--- src/design/fe_settings.svh ---
/* Front end settings
   Datapath width, reset fetch address and branch table sizing */

`ifndef FE_SETTINGS_SVH
`define FE_SETTINGS_SVH

// Data and address width
`define FE_XLEN 32

// First fetch address after reset
`define FE_PC_INIT 'h200

// Number of 2-bit counters in the branch table
`define FE_BHT_ENTRIES 64

// Global history length
`define FE_HIST_BITS 2

`endif

--- src/design/fe_pkg.sv ---
/* Front end package
   Pipeline structs, RV32 opcode constants and field decoders */

`include "fe_settings.svh"

package fe_pkg;

  ////////////////////
  // Types

  typedef logic [31:0] instr_t;

  // Pipeline slot, bubble marks it empty
  typedef struct packed {
    instr_t instr;
    logic   bubble;
  } insn_t;

  typedef struct packed {
    logic fetch_fault;
    logic illegal;
    logic any;
  } exc_t;

  typedef logic [4:0] rsd_t;

  // Branch resolution from the branch unit
  typedef struct packed {
    logic                     valid;
    logic [`FE_XLEN-1:0]      pc;
    logic                     taken;
    logic [`FE_HIST_BITS-1:0] history;
  } bp_update_t;

  // Controller to fetch
  typedef struct packed {
    logic                hold;
    logic                load;
    logic [`FE_XLEN-1:0] nxt_pc;
    logic                kill;
  } fetch_ctl_t;

  ////////////////////
  // Constants

  localparam logic [6:0] OPC_JAL    = 7'b1101111;
  localparam logic [6:0] OPC_BRANCH = 7'b1100011;
  localparam logic [6:0] OPC_SYSTEM = 7'b1110011;

  // CSR access funct3 codes
  localparam logic [2:0] F3_CSRRW  = 3'b001;
  localparam logic [2:0] F3_CSRRS  = 3'b010;
  localparam logic [2:0] F3_CSRRC  = 3'b011;
  localparam logic [2:0] F3_CSRRWI = 3'b101;
  localparam logic [2:0] F3_CSRRSI = 3'b110;
  localparam logic [2:0] F3_CSRRCI = 3'b111;

  // addi x0,x0,0
  localparam instr_t INSTR_NOP = 32'h0000_0013;

  ////////////////////
  // Field decoders

  function automatic logic [6:0] decode_opcode(input instr_t i);
    return i[6:0];
  endfunction

  function automatic rsd_t decode_rs1(input instr_t i);
    return i[19:15];
  endfunction

  function automatic rsd_t decode_rs2(input instr_t i);
    return i[24:20];
  endfunction

  function automatic logic [2:0] decode_funct3(input instr_t i);
    return i[14:12];
  endfunction

  function automatic logic [11:0] decode_csr(input instr_t i);
    return i[31:20];
  endfunction

  // JAL offset, sign extended
  function automatic logic [`FE_XLEN-1:0] decode_imm_uj(input instr_t i);
    return {{(`FE_XLEN-20){i[31]}}, i[19:12], i[20], i[30:21], 1'b0};
  endfunction

  // Branch offset, sign extended
  function automatic logic [`FE_XLEN-1:0] decode_imm_sb(input instr_t i);
    return {{(`FE_XLEN-12){i[31]}}, i[7], i[30:25], i[11:8], 1'b0};
  endfunction

endpackage

--- src/design/fe_ctrl.sv ---
/* Front end controller
   Stall merge, next fetch PC priority and wrong-path kill */

`timescale 1ns/1ns
`include "fe_settings.svh"

module fe_ctrl (
  input  logic                   clk_i,
  input  logic                   rst_ni,
  input  logic                   id_stall_i,
  input  logic                   local_stall_i,
  input  logic                   st_flush_i,
  input  logic [`FE_XLEN-1:0]    st_nxt_pc_i,
  input  logic                   bu_flush_i,
  input  logic [`FE_XLEN-1:0]    bu_nxt_pc_i,
  input  logic                   redirect_i,
  input  logic [`FE_XLEN-1:0]    redirect_pc_i,
  output fe_pkg::fetch_ctl_t     fetch_ctl_o,
  output logic                   fe_stall_o,
  output logic                   pd_flush_o
);

  // Set for one cycle after any PC load
  logic kill_q;

  // Decode and pre-decode both wait
  assign fe_stall_o = id_stall_i | local_stall_i;

  assign pd_flush_o = st_flush_i | bu_flush_i;

  ////////////////////
  // Next PC select

  always_comb begin
    fetch_ctl_o.hold = fe_stall_o;
    fetch_ctl_o.kill = kill_q;
    fetch_ctl_o.load = 1'b1;
    if (st_flush_i) begin
      fetch_ctl_o.nxt_pc = st_nxt_pc_i;
    end else if (bu_flush_i) begin
      fetch_ctl_o.nxt_pc = bu_nxt_pc_i;
    end else if (redirect_i) begin
      fetch_ctl_o.nxt_pc = redirect_pc_i;
    end else begin
      // Sequential, fetch steps its own PC
      fetch_ctl_o.load   = 1'b0;
      fetch_ctl_o.nxt_pc = redirect_pc_i;
    end
  end

  ////////////////////
  // Wrong-path kill

  // Word requested in the load cycle is stale
  always_ff @(posedge clk_i, negedge rst_ni) begin
    if (!rst_ni) kill_q <= 1'b0;
    else         kill_q <= fetch_ctl_o.load;
  end

endmodule

--- src/design/fe_fetch.sv ---
/* Instruction fetch
   PC register, memory request and pairing of returned words with their PC */

`timescale 1ns/1ns
`include "fe_settings.svh"

module fe_fetch (
  input  logic                 clk_i,
  input  logic                 rst_ni,
  input  fe_pkg::fetch_ctl_t   fetch_ctl_i,
  input  fe_pkg::instr_t       imem_instr_i,
  input  logic                 imem_err_i,
  output logic [`FE_XLEN-1:0]  imem_addr_o,
  output logic                 imem_req_o,
  output logic [`FE_XLEN-1:0]  fetch_pc_o,
  output logic [`FE_XLEN-1:0]  if_pc_o,
  output fe_pkg::insn_t        if_insn_o,
  output fe_pkg::exc_t         if_exc_o
);

  // Word aligned, no compressed instructions
  localparam logic [`FE_XLEN-1:0] ADR_MASK = {`FE_XLEN{1'b1}} << 2;

  logic [`FE_XLEN-1:0] pc_q;
  logic [`FE_XLEN-1:0] req_pc_q;
  logic                req_vld_q;
  logic                rsp_vld;
  fe_pkg::insn_t       rsp_insn;
  fe_pkg::exc_t        rsp_exc;

  // Hold buffer
  logic                buf_vld_q;
  logic [`FE_XLEN-1:0] buf_pc_q;
  fe_pkg::insn_t       buf_insn_q;
  fe_pkg::exc_t        buf_exc_q;

  ////////////////////
  // Request side

  // No new request while the if stage is held
  assign imem_req_o  = ~fetch_ctl_i.hold;
  assign imem_addr_o = pc_q;
  assign fetch_pc_o  = pc_q;

  // Load wins over hold
  always_ff @(posedge clk_i, negedge rst_ni) begin
    if (!rst_ni)                pc_q <= `FE_XLEN'(`FE_PC_INIT) & ADR_MASK;
    else if (fetch_ctl_i.load)  pc_q <= fetch_ctl_i.nxt_pc & ADR_MASK;
    else if (!fetch_ctl_i.hold) pc_q <= pc_q + `FE_XLEN'd4;
  end

  // Outstanding request, one cycle deep
  always_ff @(posedge clk_i, negedge rst_ni) begin
    if (!rst_ni) req_vld_q <= 1'b0;
    else         req_vld_q <= imem_req_o;
  end

  always_ff @(posedge clk_i) begin
    if (imem_req_o) req_pc_q <= pc_q;
  end

  ////////////////////
  // Response side

  // Killed word is wrong path
  assign rsp_vld = req_vld_q & ~fetch_ctl_i.kill;

  always_comb begin
    rsp_insn.instr      = imem_instr_i;
    rsp_insn.bubble     = ~rsp_vld;
    rsp_exc.fetch_fault = rsp_vld & imem_err_i;
    rsp_exc.illegal     = 1'b0;
    rsp_exc.any         = rsp_vld & imem_err_i;
  end

  // Buffered word goes first
  assign if_insn_o = buf_vld_q ? buf_insn_q : rsp_insn;
  assign if_pc_o   = buf_vld_q ? buf_pc_q   : req_pc_q;
  assign if_exc_o  = buf_vld_q ? buf_exc_q  : rsp_exc;

  // Buffer lives only across a hold, a load drops it
  always_ff @(posedge clk_i, negedge rst_ni) begin
    if (!rst_ni) buf_vld_q <= 1'b0;
    else         buf_vld_q <= fetch_ctl_i.hold & ~fetch_ctl_i.load;
  end

  always_ff @(posedge clk_i) begin
    if (fetch_ctl_i.hold) begin
      buf_insn_q <= if_insn_o;
      buf_pc_q   <= if_pc_o;
      buf_exc_q  <= if_exc_o;
    end
  end

endmodule

--- src/design/fe_bht.sv ---
/* Branch history table
   Gshare table of 2-bit counters, read at fetch, trained by the branch unit */

`timescale 1ns/1ns
`include "fe_settings.svh"

module fe_bht (
  input  logic                      clk_i,
  input  logic                      rst_ni,
  input  logic [`FE_XLEN-1:0]       fetch_pc_i,
  input  logic                      hold_i,
  input  fe_pkg::bp_update_t        bu_update_i,
  output logic [1:0]                bp_predict_o,
  output logic [`FE_HIST_BITS-1:0]  if_bp_history_o
);

  localparam int IDX_BITS = $clog2(`FE_BHT_ENTRIES);

  logic [1:0]               cnt_q [`FE_BHT_ENTRIES];
  logic [`FE_HIST_BITS-1:0] hist_q;
  logic [IDX_BITS-1:0]      rd_idx;
  logic [IDX_BITS-1:0]      wr_idx;
  logic [1:0]               wr_cnt;

  // Word address bits XOR global history
  function automatic logic [IDX_BITS-1:0] bht_index(
    input logic [`FE_XLEN-1:0]      pc,
    input logic [`FE_HIST_BITS-1:0] hist
  );
    return pc[IDX_BITS+1:2] ^ IDX_BITS'(hist);
  endfunction

  assign rd_idx = bht_index(fetch_pc_i, hist_q);
  assign wr_idx = bht_index(bu_update_i.pc, bu_update_i.history);

  ////////////////////
  // Training

  // Saturate toward the outcome
  always_comb begin
    wr_cnt = cnt_q[wr_idx];
    if (bu_update_i.taken && wr_cnt != 2'b11) begin
      wr_cnt = wr_cnt + 2'd1;
    end else if (!bu_update_i.taken && wr_cnt != 2'b00) begin
      wr_cnt = wr_cnt - 2'd1;
    end
  end

  // Start weakly not-taken
  always_ff @(posedge clk_i, negedge rst_ni) begin
    if (!rst_ni) begin
      for (int i = 0; i < `FE_BHT_ENTRIES; i++) begin
        cnt_q[i] <= 2'b01;
      end
    end else if (bu_update_i.valid) begin
      cnt_q[wr_idx] <= wr_cnt;
    end
  end

  // Newest outcome in bit 0
  always_ff @(posedge clk_i, negedge rst_ni) begin
    if (!rst_ni)                hist_q <= '0;
    else if (bu_update_i.valid) hist_q <= {hist_q[`FE_HIST_BITS-2:0], bu_update_i.taken};
  end

  ////////////////////
  // Lookup

  // Follows the request into the if stage
  always_ff @(posedge clk_i, negedge rst_ni) begin
    if (!rst_ni) begin
      bp_predict_o    <= 2'b00;
      if_bp_history_o <= '0;
    end else if (!hold_i) begin
      bp_predict_o    <= cnt_q[rd_idx];
      if_bp_history_o <= hist_q;
    end
  end

endmodule

--- src/design/fe_predecode.sv ---
/* Instruction pre-decode stage
   Register and CSR fields, JAL and branch prediction, CSR write stall,
   and the pipeline register toward decode */

`timescale 1ns/1ns
`include "fe_settings.svh"

module fe_predecode (
  input  logic                      clk_i,
  input  logic                      rst_ni,
  input  logic                      fe_stall_i,
  input  logic                      id_stall_i,
  input  logic                      pd_flush_i,
  input  logic                      later_exc_i,
  input  logic                      du_mode_i,
  input  logic [`FE_XLEN-1:0]       if_pc_i,
  input  fe_pkg::insn_t             if_insn_i,
  input  fe_pkg::exc_t              if_exc_i,
  input  logic [1:0]                bp_predict_i,
  input  logic [`FE_HIST_BITS-1:0]  if_bp_history_i,
  output logic                      local_stall_o,
  output logic                      redirect_o,
  output logic [`FE_XLEN-1:0]       redirect_pc_o,
  output fe_pkg::insn_t             pd_insn_o,
  output logic [`FE_XLEN-1:0]       pd_pc_o,
  output fe_pkg::exc_t              pd_exc_o,
  output fe_pkg::rsd_t              pd_rs1_o,
  output fe_pkg::rsd_t              pd_rs2_o,
  output logic [11:0]               pd_csr_reg_o,
  output logic [1:0]                pd_bp_predict_o,
  output logic [`FE_HIST_BITS-1:0]  pd_bp_history_o,
  output logic                      pd_stall_o,
  output logic                      pd_flush_o
);

  logic [6:0] opcode;
  logic [2:0] funct3;
  logic       csr_write;
  logic       local_stall;
  logic       kill_slot;
  logic       branch_taken;
  logic       taken_q;
  logic [1:0] branch_predicted;

  assign opcode = fe_pkg::decode_opcode(if_insn_i.instr);
  assign funct3 = fe_pkg::decode_funct3(if_insn_i.instr);

  // Fields straight from the if stage
  assign pd_rs1_o     = fe_pkg::decode_rs1(if_insn_i.instr);
  assign pd_rs2_o     = fe_pkg::decode_rs2(if_insn_i.instr);
  assign pd_csr_reg_o = fe_pkg::decode_csr(if_insn_i.instr);

  assign pd_flush_o = pd_flush_i;
  assign pd_stall_o = fe_stall_i;

  ////////////////////
  // CSR write stall

  // Set and clear forms write only with a nonzero source
  always_comb begin
    csr_write = 1'b0;
    if (opcode == fe_pkg::OPC_SYSTEM) begin
      case (funct3)
        fe_pkg::F3_CSRRW,
        fe_pkg::F3_CSRRWI: csr_write = 1'b1;
        fe_pkg::F3_CSRRS,
        fe_pkg::F3_CSRRC,
        fe_pkg::F3_CSRRSI,
        fe_pkg::F3_CSRRCI: csr_write = |fe_pkg::decode_rs1(if_insn_i.instr);
        default:           csr_write = 1'b0;
      endcase
    end
  end

  // One cycle only, then clears itself
  always_ff @(posedge clk_i, negedge rst_ni) begin
    if (!rst_ni)          local_stall <= 1'b0;
    else if (local_stall) local_stall <= 1'b0;
    else if (!id_stall_i) local_stall <= csr_write & ~if_insn_i.bubble;
  end

  assign local_stall_o = local_stall;

  ////////////////////
  // Jump and branch prediction

  always_comb begin
    branch_taken     = 1'b0;
    branch_predicted = 2'b00;
    redirect_pc_o    = if_pc_i + fe_pkg::decode_imm_sb(if_insn_i.instr);
    if (!du_mode_i && !if_insn_i.bubble) begin
      if (opcode == fe_pkg::OPC_JAL) begin
        // Always taken
        branch_taken     = 1'b1;
        branch_predicted = 2'b10;
        redirect_pc_o    = if_pc_i + fe_pkg::decode_imm_uj(if_insn_i.instr);
      end else if (opcode == fe_pkg::OPC_BRANCH) begin
        branch_taken     = bp_predict_i[1];
        branch_predicted = bp_predict_i;
      end
    end
  end

  // Taken counts only once the word moves on
  always_ff @(posedge clk_i, negedge rst_ni) begin
    if (!rst_ni) taken_q <= 1'b0;
    else         taken_q <= branch_taken & ~fe_stall_i;
  end

  // First taken cycle
  assign redirect_o = branch_taken & ~fe_stall_i & ~taken_q;

  ////////////////////
  // Pipeline register

  // Slot emptied on flush, later exception or CSR stall
  assign kill_slot = pd_flush_i | later_exc_i | local_stall;

  always_ff @(posedge clk_i, negedge rst_ni) begin
    if (!rst_ni) begin
      pd_insn_o.instr  <= fe_pkg::INSTR_NOP;
      pd_insn_o.bubble <= 1'b1;
      pd_exc_o         <= '0;
      pd_pc_o          <= `FE_XLEN'(`FE_PC_INIT);
      pd_bp_predict_o  <= 2'b00;
    end else begin
      if (kill_slot)        pd_insn_o.bubble <= 1'b1;
      else if (!fe_stall_i) pd_insn_o.bubble <= if_insn_i.bubble;
      if (kill_slot)        pd_exc_o <= '0;
      else if (!fe_stall_i) pd_exc_o <= if_exc_i;
      if (!fe_stall_i) begin
        pd_insn_o.instr <= if_insn_i.instr;
        pd_pc_o         <= if_pc_i;
        pd_bp_predict_o <= branch_predicted;
      end
    end
  end

  // History travels with the instruction
  always_ff @(posedge clk_i) begin
    if (!fe_stall_i) pd_bp_history_o <= if_bp_history_i;
  end

endmodule

--- src/design/fe_top.sv ---
/* RV32 instruction front end
   Fetch, branch table, pre-decode and control wired together */

`timescale 1ns/1ns
`include "fe_settings.svh"

module fe_top (
  input  logic                      clk_i,
  input  logic                      rst_ni,
  // Instruction memory
  output logic [`FE_XLEN-1:0]       imem_addr_o,
  output logic                      imem_req_o,
  input  fe_pkg::instr_t            imem_instr_i,
  input  logic                      imem_err_i,
  // Decode, branch unit, state unit
  input  logic                      id_stall_i,
  input  logic                      bu_flush_i,
  input  logic [`FE_XLEN-1:0]       bu_nxt_pc_i,
  input  fe_pkg::bp_update_t        bu_update_i,
  input  logic                      st_flush_i,
  input  logic [`FE_XLEN-1:0]       st_nxt_pc_i,
  input  logic                      later_exc_i,
  input  logic                      du_mode_i,
  // Toward decode
  output fe_pkg::insn_t             pd_insn_o,
  output logic [`FE_XLEN-1:0]       pd_pc_o,
  output fe_pkg::exc_t              pd_exc_o,
  output fe_pkg::rsd_t              pd_rs1_o,
  output fe_pkg::rsd_t              pd_rs2_o,
  output logic [11:0]               pd_csr_reg_o,
  output logic [1:0]                pd_bp_predict_o,
  output logic [`FE_HIST_BITS-1:0]  pd_bp_history_o,
  output logic                      pd_stall_o,
  output logic                      pd_flush_o
);

  fe_pkg::fetch_ctl_t       fetch_ctl;
  logic                     fe_stall;
  logic                     pd_flush;
  logic                     local_stall;
  logic                     pd_latch_nxt_pc;
  logic [`FE_XLEN-1:0]      pd_nxt_pc;
  logic [`FE_XLEN-1:0]      fetch_pc;
  logic [`FE_XLEN-1:0]      if_pc;
  fe_pkg::insn_t            if_insn;
  fe_pkg::exc_t             if_exc;
  logic [1:0]               bp_predict;
  logic [`FE_HIST_BITS-1:0] if_bp_history;

  fe_ctrl u_ctrl (
    .clk_i         (clk_i),
    .rst_ni        (rst_ni),
    .id_stall_i    (id_stall_i),
    .local_stall_i (local_stall),
    .st_flush_i    (st_flush_i),
    .st_nxt_pc_i   (st_nxt_pc_i),
    .bu_flush_i    (bu_flush_i),
    .bu_nxt_pc_i   (bu_nxt_pc_i),
    .redirect_i    (pd_latch_nxt_pc),
    .redirect_pc_i (pd_nxt_pc),
    .fetch_ctl_o   (fetch_ctl),
    .fe_stall_o    (fe_stall),
    .pd_flush_o    (pd_flush)
  );

  fe_fetch u_fetch (
    .clk_i        (clk_i),
    .rst_ni       (rst_ni),
    .fetch_ctl_i  (fetch_ctl),
    .imem_instr_i (imem_instr_i),
    .imem_err_i   (imem_err_i),
    .imem_addr_o  (imem_addr_o),
    .imem_req_o   (imem_req_o),
    .fetch_pc_o   (fetch_pc),
    .if_pc_o      (if_pc),
    .if_insn_o    (if_insn),
    .if_exc_o     (if_exc)
  );

  fe_bht u_bht (
    .clk_i           (clk_i),
    .rst_ni          (rst_ni),
    .fetch_pc_i      (fetch_pc),
    .hold_i          (fe_stall),
    .bu_update_i     (bu_update_i),
    .bp_predict_o    (bp_predict),
    .if_bp_history_o (if_bp_history)
  );

  fe_predecode u_predecode (
    .clk_i           (clk_i),
    .rst_ni          (rst_ni),
    .fe_stall_i      (fe_stall),
    .id_stall_i      (id_stall_i),
    .pd_flush_i      (pd_flush),
    .later_exc_i     (later_exc_i),
    .du_mode_i       (du_mode_i),
    .if_pc_i         (if_pc),
    .if_insn_i       (if_insn),
    .if_exc_i        (if_exc),
    .bp_predict_i    (bp_predict),
    .if_bp_history_i (if_bp_history),
    .local_stall_o   (local_stall),
    .redirect_o      (pd_latch_nxt_pc),
    .redirect_pc_o   (pd_nxt_pc),
    .pd_insn_o       (pd_insn_o),
    .pd_pc_o         (pd_pc_o),
    .pd_exc_o        (pd_exc_o),
    .pd_rs1_o        (pd_rs1_o),
    .pd_rs2_o        (pd_rs2_o),
    .pd_csr_reg_o    (pd_csr_reg_o),
    .pd_bp_predict_o (pd_bp_predict_o),
    .pd_bp_history_o (pd_bp_history_o),
    .pd_stall_o      (pd_stall_o),
    .pd_flush_o      (pd_flush_o)
  );

endmodule

--- config.mk ---
export PLATFORM = sky130hd
export DESIGN_NAME = fe_top
export DESIGN_NICKNAME = d
export VERILOG_FILES = /design/src/design/fe_pkg.sv /design/src/design/fe_ctrl.sv /design/src/design/fe_fetch.sv /design/src/design/fe_bht.sv /design/src/design/fe_predecode.sv /design/src/design/fe_top.sv
export VERILOG_INCLUDE_DIRS = /design/src /design/src/design
export SDC_FILE = /design/constraint.sdc
export NUM_CORES = 1
export LEC_CHECK = 0
export BUFFER_PORTS_ARGS = -buffer_cell sky130_fd_sc_hd__buf_2
export CORE_MARGIN = 10
export CORE_UTILIZATION = 28
export DETAILED_ROUTE_END_ITERATION = 8
export GPL_TIMING_DRIVEN = 0
export HOLD_SLACK_MARGIN = 0.06
export PLACE_DENSITY_LB_ADDON = 0.15
export SKIP_LAST_GASP = 1
export SLEW_MARGIN = 10
export SYNTH_ARGS = -nofsm -noshare
export SYNTH_HDL_FRONTEND = slang
export SYNTH_SLANG_ARGS = --single-unit
--- constraint.sdc ---
create_clock -name clk_i -period 4.4 [get_ports clk_i]
set_input_delay 0.88 -clock clk_i [delete_from_list [all_inputs] [get_ports clk_i]]
set_output_delay 0.88 -clock clk_i [all_outputs]
set_load 0.05 [all_outputs]
# After elaboration in Yosys (flattened, before gate mapping)
# Cells that the tools add are included.
[word_totals] output_inout_bits=129 regBits=343 inputBits=140 elab_cells=176
[classes] n_mux=37 magnitude_cmp=3 n_reduce_logical=11 add_sub_neg=5 n_bitwise=20 n_eq_ne=12
[op_table] op="$mux W32" count=7
[op_table] op="$bwmux W128" count=1
[op_table] op="$add A32 B32 Y32" count=2
[op_table] op="$mux W33" count=1
[op_table] op="$add A32 B3 Y32 const B" count=1
[op_table] op="$bmux W2 S6" count=2
[op_table] op="$eq A7 B7 Y1 const B" count=3
[op_table] op="$mux W2" count=10
[op_table] op="$ge A7 B7 Y1 const B" count=2
[op_table] op="$not A6 Y7" count=2
[op_table] op="$demux W2 S6" count=1
[op_table] op="$xor A6 B2 Y6" count=2
[op_table] op="$mux W1" count=11
[op_table] op="$eq A3 B3 Y1 const B" count=3
[op_table] op="$mux W3" count=3
[op_table] op="$lt A7 B1 Y1 const B" count=1
[op_table] op="$and A1 B1 Y1" count=6
[op_table] op="$eq A3 B2 Y1 const B" count=2
[op_table] op="$not A1 Y1" count=6
[op_table] op="$reduce_or A5 Y1" count=1
[op_table] op="$logic_and A1 B1 Y1" count=4
[op_table] op="$ne A2 B2 Y1 const B" count=2
[op_table] op="$or A1 B1 Y1" count=4
[op_table] op="$reduce_or A4 Y1" count=1
[op_table] op="8 further kinds" count=10

# Longest topological paths before layout
# Gate-level depths: netlist of the first run.
[logic_depth] depth_word=15 depth_mapped=15

# Hierarchy
# From an unflattened synthesis of the first run, not the netlist that was laid out.
[hier_totals] cells_unflattened=1963 hier_area_um2=20283.2
[modules_own_cells] module="fe_bht" cells_each=825 seq_area_each_um2=3433.3 area_each_um2=8040.2 n_inst=1
[modules_own_cells] module="fe_fetch" cells_each=417 seq_area_each_um2=3744.8 area_each_um2=5799.3 n_inst=1
[modules_own_cells] module="fe_predecode" cells_each=608 seq_area_each_um2=1868.0 area_each_um2=5680.4 n_inst=1
[modules_own_cells] module="fe_ctrl" cells_each=113 seq_area_each_um2=25.0 area_each_um2=763.2 n_inst=1

# Worst setup path before layout of the first run
# No wires, ideal clock.
[synth_path] kind="input to output" startpoint="input id_stall_i" endpoint="output pd_stall_o" t_arrival_ps=3626 required_ps=3520 path_buffers=2 setup_slack_ps=-106 stages=3 path_cell_list="or2_2 clkbuf_1 clkbuf_1"
[synth_via] elab_chain_cells=1
[synth_lines] item="start: declaration" line_no="fe_top.sv:16" source="input logic id_stall_i,"
[synth_lines] item="$or A1 B1 Y1" line_no="fe_ctrl.sv:27" source="assign fe_stall_o = id_stall_i | local_stall_i;"
[synth_lines] item="end: declaration" line_no="fe_top.sv:33" source="output logic pd_stall_o,"
# Every way passes these cells.

# Final worst setup path of the first run
[layout_path] startpoint="input id_stall_i" endpoint="output imem_req_o"
[layout_via] elab_chain_cells=2
[layout_lines] item="$or A1 B1 Y1" line_no="fe_ctrl.sv:27"
[layout_lines] item="$not A1 Y1" line_no="fe_fetch.sv:41" source="assign imem_req_o = ~fetch_ctl_i.hold;"
[layout_lines] item="end: declaration" line_no="fe_top.sv:12" source="output logic imem_req_o,"
# Every way passes these cells.

==> results of run 1 <==
==> logic make-up after synthesis <==
kind of cell             Yosys count  share of synthesized area (%)
XOR/XNOR                          72                          3.446
AND/OR/NAND/NOR                  676                          15.49
adder cells (fa/ha/maj)           46                          3.116
flip-flops                       339                          47.86
buffers and inverters            155                          4.053
AO/OA/AOI/OAI                    442                          14.97
other                              1                        0.01979
multiplexers                     140                          11.04
==> Yosys cell counts, types with 4 or more instances <==
| library cell | n | share of area, % |
|---|---|---|
| and3_1 | 18 | 0.59 |
| buf_1 | 8 | 0.16 |
| a211oi_1 | 10 | 0.40 |
| dfstp_2 | 70 | 9.7 |
| mux4_2 | 49 | 5.8 |
| clkbuf_1 | 66 | 1.3 |
| a21oi_1 | 75 | 2.0 |
| o22ai_1 | 13 | 0.43 |
| edfxtp_1 | 100 | 16 |
| o211ai_1 | 10 | 0.40 |
| a221oi_1 | 13 | 0.60 |
| xnor2_1 | 40 | 1.8 |
| a22o_1 | 6 | 0.28 |
| nand3b_1 | 4 | 0.16 |
| nor2_1 | 61 | 1.2 |
| o21ai_0 | 111 | 2.9 |
| dfrtp_1 | 169 | 22 |
| a221o_1 | 4 | 0.21 |
| nor3_1 | 18 | 0.48 |
| a311oi_1 | 6 | 0.28 |
| a211o_1 | 5 | 0.23 |
| o21bai_1 | 9 | 0.36 |
| nand3_1 | 34 | 0.90 |
| buf_6 | 7 | 0.42 |
| o31ai_1 | 5 | 0.20 |
| buf_4 | 31 | 1.2 |
| inv_1 | 27 | 0.53 |
| o21ai_1 | 58 | 1.5 |
| a21o_1 | 25 | 0.99 |
| a22oi_1 | 22 | 0.87 |
| a41oi_1 | 4 | 0.18 |
| o21ai_2 | 17 | 0.79 |
| mux2i_1 | 28 | 1.5 |
| mux2_2 | 63 | 3.7 |
| nand2_1 | 454 | 9.0 |
| nor2b_1 | 10 | 0.33 |
| nand4_1 | 19 | 0.63 |
| or2_2 | 5 | 0.17 |
| buf_2 | 14 | 0.37 |
| nand2b_1 | 13 | 0.43 |
| xor2_1 | 29 | 1.3 |
| a31oi_1 | 15 | 0.50 |
| and4_1 | 9 | 0.42 |
| ha_1 | 44 | 2.9 |
| and2_1 | 12 | 0.40 |
==> flip-flops by register name, indices dropped and copies added, names as in the netlist <==
name,count
u_fetch.fetch_pc_o,30
u_predecode.pd_bp_predict_o,2
u_predecode.pd_pc_o,32
u_fetch.buf_insn_q,33
u_fetch.req_pc_q,30
u_fetch.buf_exc_q,3
u_fetch.buf_vld_q,1
u_bht.hist_q,2
u_fetch.req_vld_q,1
u_predecode.pd_insn_o,33
u_predecode.taken_q,1
u_ctrl.kill_q,1
u_bht.bp_predict_o,2
u_bht.cnt_q,128
u_fetch.buf_pc_q,32
u_predecode.local_stall_o,1
u_predecode.pd_exc_o,3
u_predecode.pd_bp_history_o,2
u_bht.if_bp_history_o,2
==> final cells by class <==
class,instances,area [um^2]
inverters,29,113.9
flip-flops and latches,339,9072
diodes,1,2.502
repair buffers,259,1441
plain buffers,122,790.8
well taps,873,1092
clock buffers,56,1112
fillers,6878,43980
clock inverters,20,231.5
repair inverters,1,7.507
multi-input cells,1378,9314
==> repair_timing <==
item / 4_1_cts / 5_1_grt
gates cloned: 0 / 1
pin swaps: 3 / 6
setup buffers: 5 / 17
endpoints found under the setup margin: 170 / 72
resized for setup: 69 / 24
==> layer usage <==
layer  vias up  track usage [%]  wire length [um]  share of wire [%]
met4         4            7.471              2961                4.0
met2       575            30.05             34690                 47
li1       7366                -                 -                  -
met5         -                0                28              0.038
met1      7801            23.25             31450                 42
met3       130            3.725              5072                6.8
==> per-stage QoR <==
step | setup TNS, ps | power (uW)
floorplan | 0 | 6292
global placement | -668800 | 7367
detailed placement | -210020 | 7415
CTS | 0 | 11000
global route | -58.70 | 11480
finish | 0 | 10960
==> worst paths after layout <==
path | startpoint | endpoint | cells past startpoint
hold / removal | rst_ni | u_predecode.pd_insn_o[24]$_DFFE_PN0P_ | 1
setup reg to reg | u_fetch.buf_vld_q$_DFF_PN0_ | u_fetch.fetch_pc_o[27]$_DFFE_PN0N_ | 14
min in group clk_i | u_bht.if_bp_history_o[0]$_DFFE_PN0P_ | u_predecode.pd_bp_history_o[0]$_DFFE_PP_ | 0
hold reg to reg | u_bht.if_bp_history_o[0]$_DFFE_PN0P_ | u_predecode.pd_bp_history_o[0]$_DFFE_PP_ | 0
max in group asynchronous | rst_ni | u_bht.cnt_q[14]$_DFFE_PN1P_ | 3
setup / recovery | id_stall_i | imem_req_o | 7
==> critical path, cell delays in order <==
cell	delay, ps
buf_2	140
or2_2	270
clkbuf_1	350
inv_2	310
clkdlybuf4s15_2	540
clkbuf_8	510
buf_2	350
==> power by group through the flow <==
stage | sequential [uW] | clock [uW] | combinational (uW)
floorplan | 4490 | 0 | 1800
global placement | 4290 | 0 | 3080
detailed placement | 4300 | 0 | 3110
CTS | 4250 | 3570 | 3180
global route | 4310 | 3680 | 3500
finish | 4250 | 3460 | 3240
==> metrics.log, run 1 <==
[metrics] clock sink count: 339
[metrics] most common cell after layout, fill and taps aside: nand2_1
[metrics] proportion of synthesized flip-flops having asynchronous set or reset: 70.50%
[metrics] Sw Pwr: 3891 uW
[metrics] via-per-instance ratio: 5.158
[metrics] number of flip-flops and latches in the synthesized netlist: 339
[metrics] endpoints failing hold: 0
[metrics] gp weighted congestion: 0.8842
[metrics] category of the critical setup timing path: input pin to output port
[metrics] Synthesis Warnings: 0
[metrics] internal portion of total power: 7069 uW
[metrics] number of nets still failing antenna checks after routing: 0
[metrics] TritonCTS Buffers: 41
[metrics] part of the total power dissipated in combinational logic: 29.6%
[metrics] Switching Fraction: 35.50%
[metrics] 1st-iter DRT viols: 1301
[metrics] share of power burned in registers: 38.8%
[metrics] maximum ir drop on the vdd rail: 0.2846 mV
[metrics] via count of the first global-routing pass: 16040
[metrics] Placement Cell Area: 0.02133 mm^2
[metrics] crit path launch type: input pin
[metrics] setup repair after global routing missed its margin: true
[metrics] Period minus WS final: 4278 ps
[metrics] grt ovf: 0
[metrics] core area: 0.06716 mm^2
[metrics] Final HPWL DP: 54650 um
[metrics] clock transition at the registers of the reported paths: 60 ps
[metrics] final core utilization: 34.51%
[metrics] detailed-router iteration count before antenna repair: 5
[metrics] vias after detailed routing: 15880
[metrics] Worst Tran Pin Value: 1098 ps
[metrics] Worst Path Required: 3520 ps
[metrics] P_leak: 0.009718 uW
[metrics] final setup violating endpoints: 0
[metrics] Maximum Capacitance Violations: 0
[metrics] Layout Cells excl Fill: 3078
[metrics] area of the die: 0.07850 mm^2
[metrics] Cell Rows: 95
[metrics] DIE HEIGHT: 280.2 um
[metrics] least setup slack across all paths after layout: 121.7 ps
[metrics] number of enable-type register cells in the synthesized netlist: 100
[metrics] routed wire length: 74200 um
[metrics] hold bufs inserted after CTS: 0
[metrics] Clock Root Buffer: clkbuf_16
[metrics] DR DRC count: 0
[metrics] instance count of the mapped netlist: 1871
[metrics] antenna violations before repair: 3
[metrics] mean area per synthesized cell: 10.13 um^2
[metrics] fraction of layout instances using a drive strength above 1: 29.26%
[metrics] run status: finished clean
[metrics] Critical Path AT: 3400 ps
[metrics] part of the power in the clock network: 31.6%
[metrics] average wire length per cell after detail routing: 24.11 um
[metrics] total number of nets in the final design: 2357
[metrics] largest net degree at the start of global routing: 103
[metrics] boundary pin count: 269
[metrics] clock latency of the later-clocked register in the worst-skew pair: 590 ps
[metrics] number of buffer cells added on primary ports: 234
[metrics] register-to-register path setup slack: 140 ps
[metrics] overall fraction of global-route tracks in use: 18.33%
[metrics] number of H-tree levels: 2
[metrics] number of distinct library cells after synthesis: 84
[metrics] highest-count cells in the layout ignoring fill and taps: nand2_1 (454), buf_2 (246), dfrtp_1 (168), o21ai_0 (107), edfxtp_1 (100)
[metrics] crit share post-route: 97.23%
[metrics] sequential area share after synthesis: 47.86%
[metrics] count of final max-slew check failures: 0
[metrics] largest buffer count on any clock path: 3
[metrics] Die Width: 280.2 um
[metrics] clock tree from TritonCTS: yes
[metrics] worst hold path class: input pin to asynchronous set/reset pin
[metrics] tightest slew margin relative to the limit: 26.77%
[metrics] Fin Clk Skew: 29.47 ps
[metrics] critical path capture point type: output port
[metrics] area of the mapped netlist: 0.01895 mm^2
[metrics] most used flip-flop cell after synthesis: dfrtp_1
[metrics] power density cells: 472.9 mW/mm^2
[metrics] setup slack at placement: -1890 ps
[metrics] Starting Density: 28.22%
[metrics] total placed cells including tap cells: 2982
[metrics] FMAX: 233.7 MHz
[metrics] wire length of the first global-routing pass: 107700 um
[metrics] crit path max fanout: 43
[metrics] worst hold margin: 212.0 ps
[metrics] area of all placed cells without fillers: 0.02318 mm^2
[metrics] Layout area overhead: 22.29%
(Power assumes the default switching activity.)
==> inputs of run 2 (changes only) <==
--- a/config.mk
+++ b/config.mk
@@ -7,6 +7,8 @@
 export NUM_CORES = 1
 export LEC_CHECK = 0
 export BUFFER_PORTS_ARGS = -buffer_cell sky130_fd_sc_hd__buf_2
+export CAP_MARGIN = 25
+export CORE_ASPECT_RATIO = 0.8
 export CORE_MARGIN = 10
 export CORE_UTILIZATION = 28
 export DETAILED_ROUTE_END_ITERATION = 8
==> run 2 against run 1 <==
Effect of this change:
- largest cell class unchanged
- design area is 0.28% higher
- non-clock buffer count stayed put
- worst setup slack worse by 41 ps
- via count is 1.2% higher
- sequential power hardly changed
- combinational power hardly changed
- sequential cell count stayed put
- count of clock-buffer cells in the layout is 8 higher
- wire length is 1.7% higher
- clock skew is 7.4 ps lower
- clock power is 1% higher
- critical path depth is 8 higher
==> metrics.log, run 2 (synthesized netlist as in run 1, its figures left out) <==
[metrics] detailed-router iteration count before antenna repair: 5 (unchanged)
[metrics] routed wire length: 75430 um (was 74200 um)
[metrics] Overall Power: 11000 uW (was 10960 uW)
[metrics] largest register by flop count: u_bht.cnt_q (unchanged)
[metrics] Worst Path Required: 4840 ps (was 3520 ps)
[metrics] average wire length per cell after detail routing: 24.18 um (was 24.11 um)
[metrics] highest-count cells in the layout ignoring fill and taps: nand2_1 (454), buf_2 (249), dfrtp_1 (168), o21ai_0 (107), edfxtp_1 (100) (was nand2_1 (454), buf_2 (246), dfrtp_1 (168), o21ai_0 (107), edfxtp_1 (100))
[metrics] tightest slew margin relative to the limit: 35.13% (was 26.77%)
[metrics] flip-flop count of the largest register, all copies and words added: 128 (unchanged)
[metrics] Final HPWL DP: 56640 um (was 54650 um)
[metrics] most common cell after layout, fill and taps aside: nand2_1 (unchanged)
[metrics] power density cells: 473.2 mW/mm^2 (was 472.9 mW/mm^2)
[metrics] least setup slack across all paths after layout: 80.85 ps (was 121.7 ps)
[metrics] largest buffer count on any clock path: 3 (unchanged)
[metrics] met2 routed WL: 30810 um (was 34690 um)
[metrics] via count of the first global-routing pass: 15970 (was 16040)
[metrics] largest registers: u_bht.cnt_q x128, u_fetch.buf_insn_q x33, u_predecode.pd_insn_o x33 (unchanged)
[metrics] Setup TNS Final: 0 ps (unchanged)
[metrics] endpoints failing hold: 0 (unchanged)
[metrics] clock latency of the later-clocked register in the worst-skew pair: 580 ps (was 590 ps)
[metrics] crit share post-route: 98.16% (was 97.23%)
[metrics] category of the critical setup timing path: register to register (was input pin to output port)
[metrics] crit path launch type: register (was input pin)
[metrics] FMAX: 231.5 MHz (was 233.7 MHz)
[metrics] clock sink count: 339 (unchanged)
[metrics] worst hold path class: input pin to asynchronous set/reset pin (unchanged)
[metrics] Cell Rows: 85 (was 95)
[metrics] number of buffer cells added on primary ports: 234 (unchanged)
[metrics] count of final max-slew check failures: 0 (unchanged)
[metrics] total routed wire length on the met1 layer: 36210 um (was 31450 um)
[metrics] wire length of the first global-routing pass: 110300 um (was 107700 um)
[metrics] TritonCTS Buffers: 42 (was 41)
[metrics] DR DRC count: 0 (unchanged)
[metrics] run status: finished clean (unchanged)
[metrics] Fin Clk Skew: 22.08 ps (was 29.47 ps)
[metrics] Period minus WS final: 4319 ps (was 4278 ps)
[metrics] hold bufs inserted after CTS: 0 (unchanged)
[metrics] final core utilization: 34.58% (was 34.51%)
[metrics] boundary pin count: 269 (unchanged)
[metrics] gp weighted congestion: 0.9490 (was 0.8842)
[metrics] number of nets still failing antenna checks after routing: 0 (unchanged)
[metrics] overall fraction of global-route tracks in use: 18.62% (was 18.33%)
[metrics] critical path capture point type: register (was output port)
[metrics] Critical Path AT: 4760 ps (was 3400 ps)
[metrics] Clock Root Buffer: clkbuf_16 (unchanged)
[metrics] setup slack at placement: -1727 ps (was -1890 ps)
[metrics] clock transition at the registers of the reported paths: 60 ps (about the same)
[metrics] Layout area overhead: 22.63% (was 22.29%)
[metrics] antenna violations before repair: 7 (was 3)
[metrics] largest net degree at the start of global routing: 100 (was 103)
[metrics] vias after detailed routing: 16060 (was 15880)
[metrics] DIE HEIGHT: 252.7 um (was 280.2 um)
[metrics] Starting Density: 28.20% (was 28.22%)
[metrics] fraction of layout instances using a drive strength above 1: 28.89% (was 29.26%)
[metrics] core area: 0.06721 mm^2 (was 0.06716 mm^2)
[metrics] 1st-iter DRT viols: 1498 (was 1301)
[metrics] crit path max fanout: 10 (was 43)
[metrics] setup repair after global routing missed its margin: true (unchanged)
[metrics] met3 WL post-DR: 6156 um (was 5072 um)
[metrics] clock tree from TritonCTS: yes (unchanged)
[metrics] final setup violating endpoints: 0 (unchanged)
[metrics] via-per-instance ratio: 5.149 (was 5.158)
[metrics] number of H-tree levels: 2 (unchanged)
[metrics] grt ovf: 0 (unchanged)
[metrics] Maximum Capacitance Violations: 0 (unchanged)
[metrics] P_leak: 0.009720 uW (was 0.009718 uW)
[metrics] total number of nets in the final design: 2358 (was 2357)
[metrics] area of the die: 0.07856 mm^2 (was 0.07850 mm^2)
[metrics] Die Width: 310.9 um (was 280.2 um)
[metrics] DR top layer: met4 (was met5)
[metrics] maximum ir drop on the vdd rail: 0.2713 mV (was 0.2846 mV)
[metrics] Worst Tran Pin Value: 973.1 ps (was 1098 ps)
run 2: cell types whose count changed in the layout (fill, tap and decap cells not counted), sizes merged:
cell	before	now
bufinv	4	2
clkinv	12	11
inv	30	26
clkbuf	118	125
buf	318	319
run 2: final cells by class:
class | instances | area (um^2)
fillers | 6955 | 43970
multi-input cells | 1378 | 9323
flip-flops and latches | 339 | 9072
repair buffers | 259 | 1455
clock buffers | 64 | 1235
well taps | 913 | 1142
plain buffers | 122 | 745.7
clock inverters | 13 | 145.1
inverters | 29 | 113.9
repair inverters | 1 | 7.507
diodes | 1 | 2.502
run 2: metrics by stage:
stage                     instance area, um^2  cells  hold WS, ps
after floorplan                         18960   1872        424.8
after global placement                  21270   3019        437.5
after detailed placement                21450   3030        433.6
after CTS                               23060   3108        321.4
after global routing                    23240   3118        361.9
final                                   23240   3119        310.3
run 2: critical path, stage by stage (launching register included):
cell and delay (ps):
dfrtp_2 430, buf_8 190, buf_8 200, clkbuf_8 210
buf_8 170, mux2_2 400, ha_2 350, and4_1 290
and2_0 180, a221o_1 400, a311o_1 430, a31oi_1 240
nor2_2 110, a311oi_2 300, xor2_1 200, a21oi_1 80
run 2: final timing paths:
check,startpoint,endpoint,depth (start not counted),slack [ps]
min reg2reg,u_predecode.pd_pc_o[9]$_DFFE_PN1P_,u_predecode.pd_pc_o[9]$_DFFE_PN1P_,2,460
max in group asynchronous,rst_ni,u_fetch.fetch_pc_o[23]$_DFFE_PN0N_,3,2800
max,u_fetch.buf_vld_q$_DFF_PN0_,u_fetch.fetch_pc_o[27]$_DFFE_PN0N_,15,80
min in group clk_i,u_predecode.pd_pc_o[9]$_DFFE_PN1P_,u_predecode.pd_pc_o[9]$_DFFE_PN1P_,2,460
min,rst_ni,u_bht.cnt_q[75]$_DFFE_PN0P_,1,310
max reg2reg,u_fetch.buf_vld_q$_DFF_PN0_,u_fetch.fetch_pc_o[27]$_DFFE_PN0N_,15,80
run 2: where the power goes:
group	internal [uW]	total, uW	switching (uW)
clock network	2060	3500	1440
logic	1190	3240	2050
registers	3850	4270	418
total	7090	11000	3910
run 2: per-layer routing:
layer / global-route usage [%] / vias up
li1: - / 7376
met1: 27.16 / 7955
met2: 26.13 / 612
met3: 4.927 / 116
met4: 6.094 / 0
met5: 0 / -
run 2: what timing repair did:
action,in CTS,in global routing
hold endpoints to repair,0,0
buffers inserted,1,13
endpoints found under the setup margin,171,133
pin swaps,2,7
gates resized for setup,65,14
gates cloned,1,0
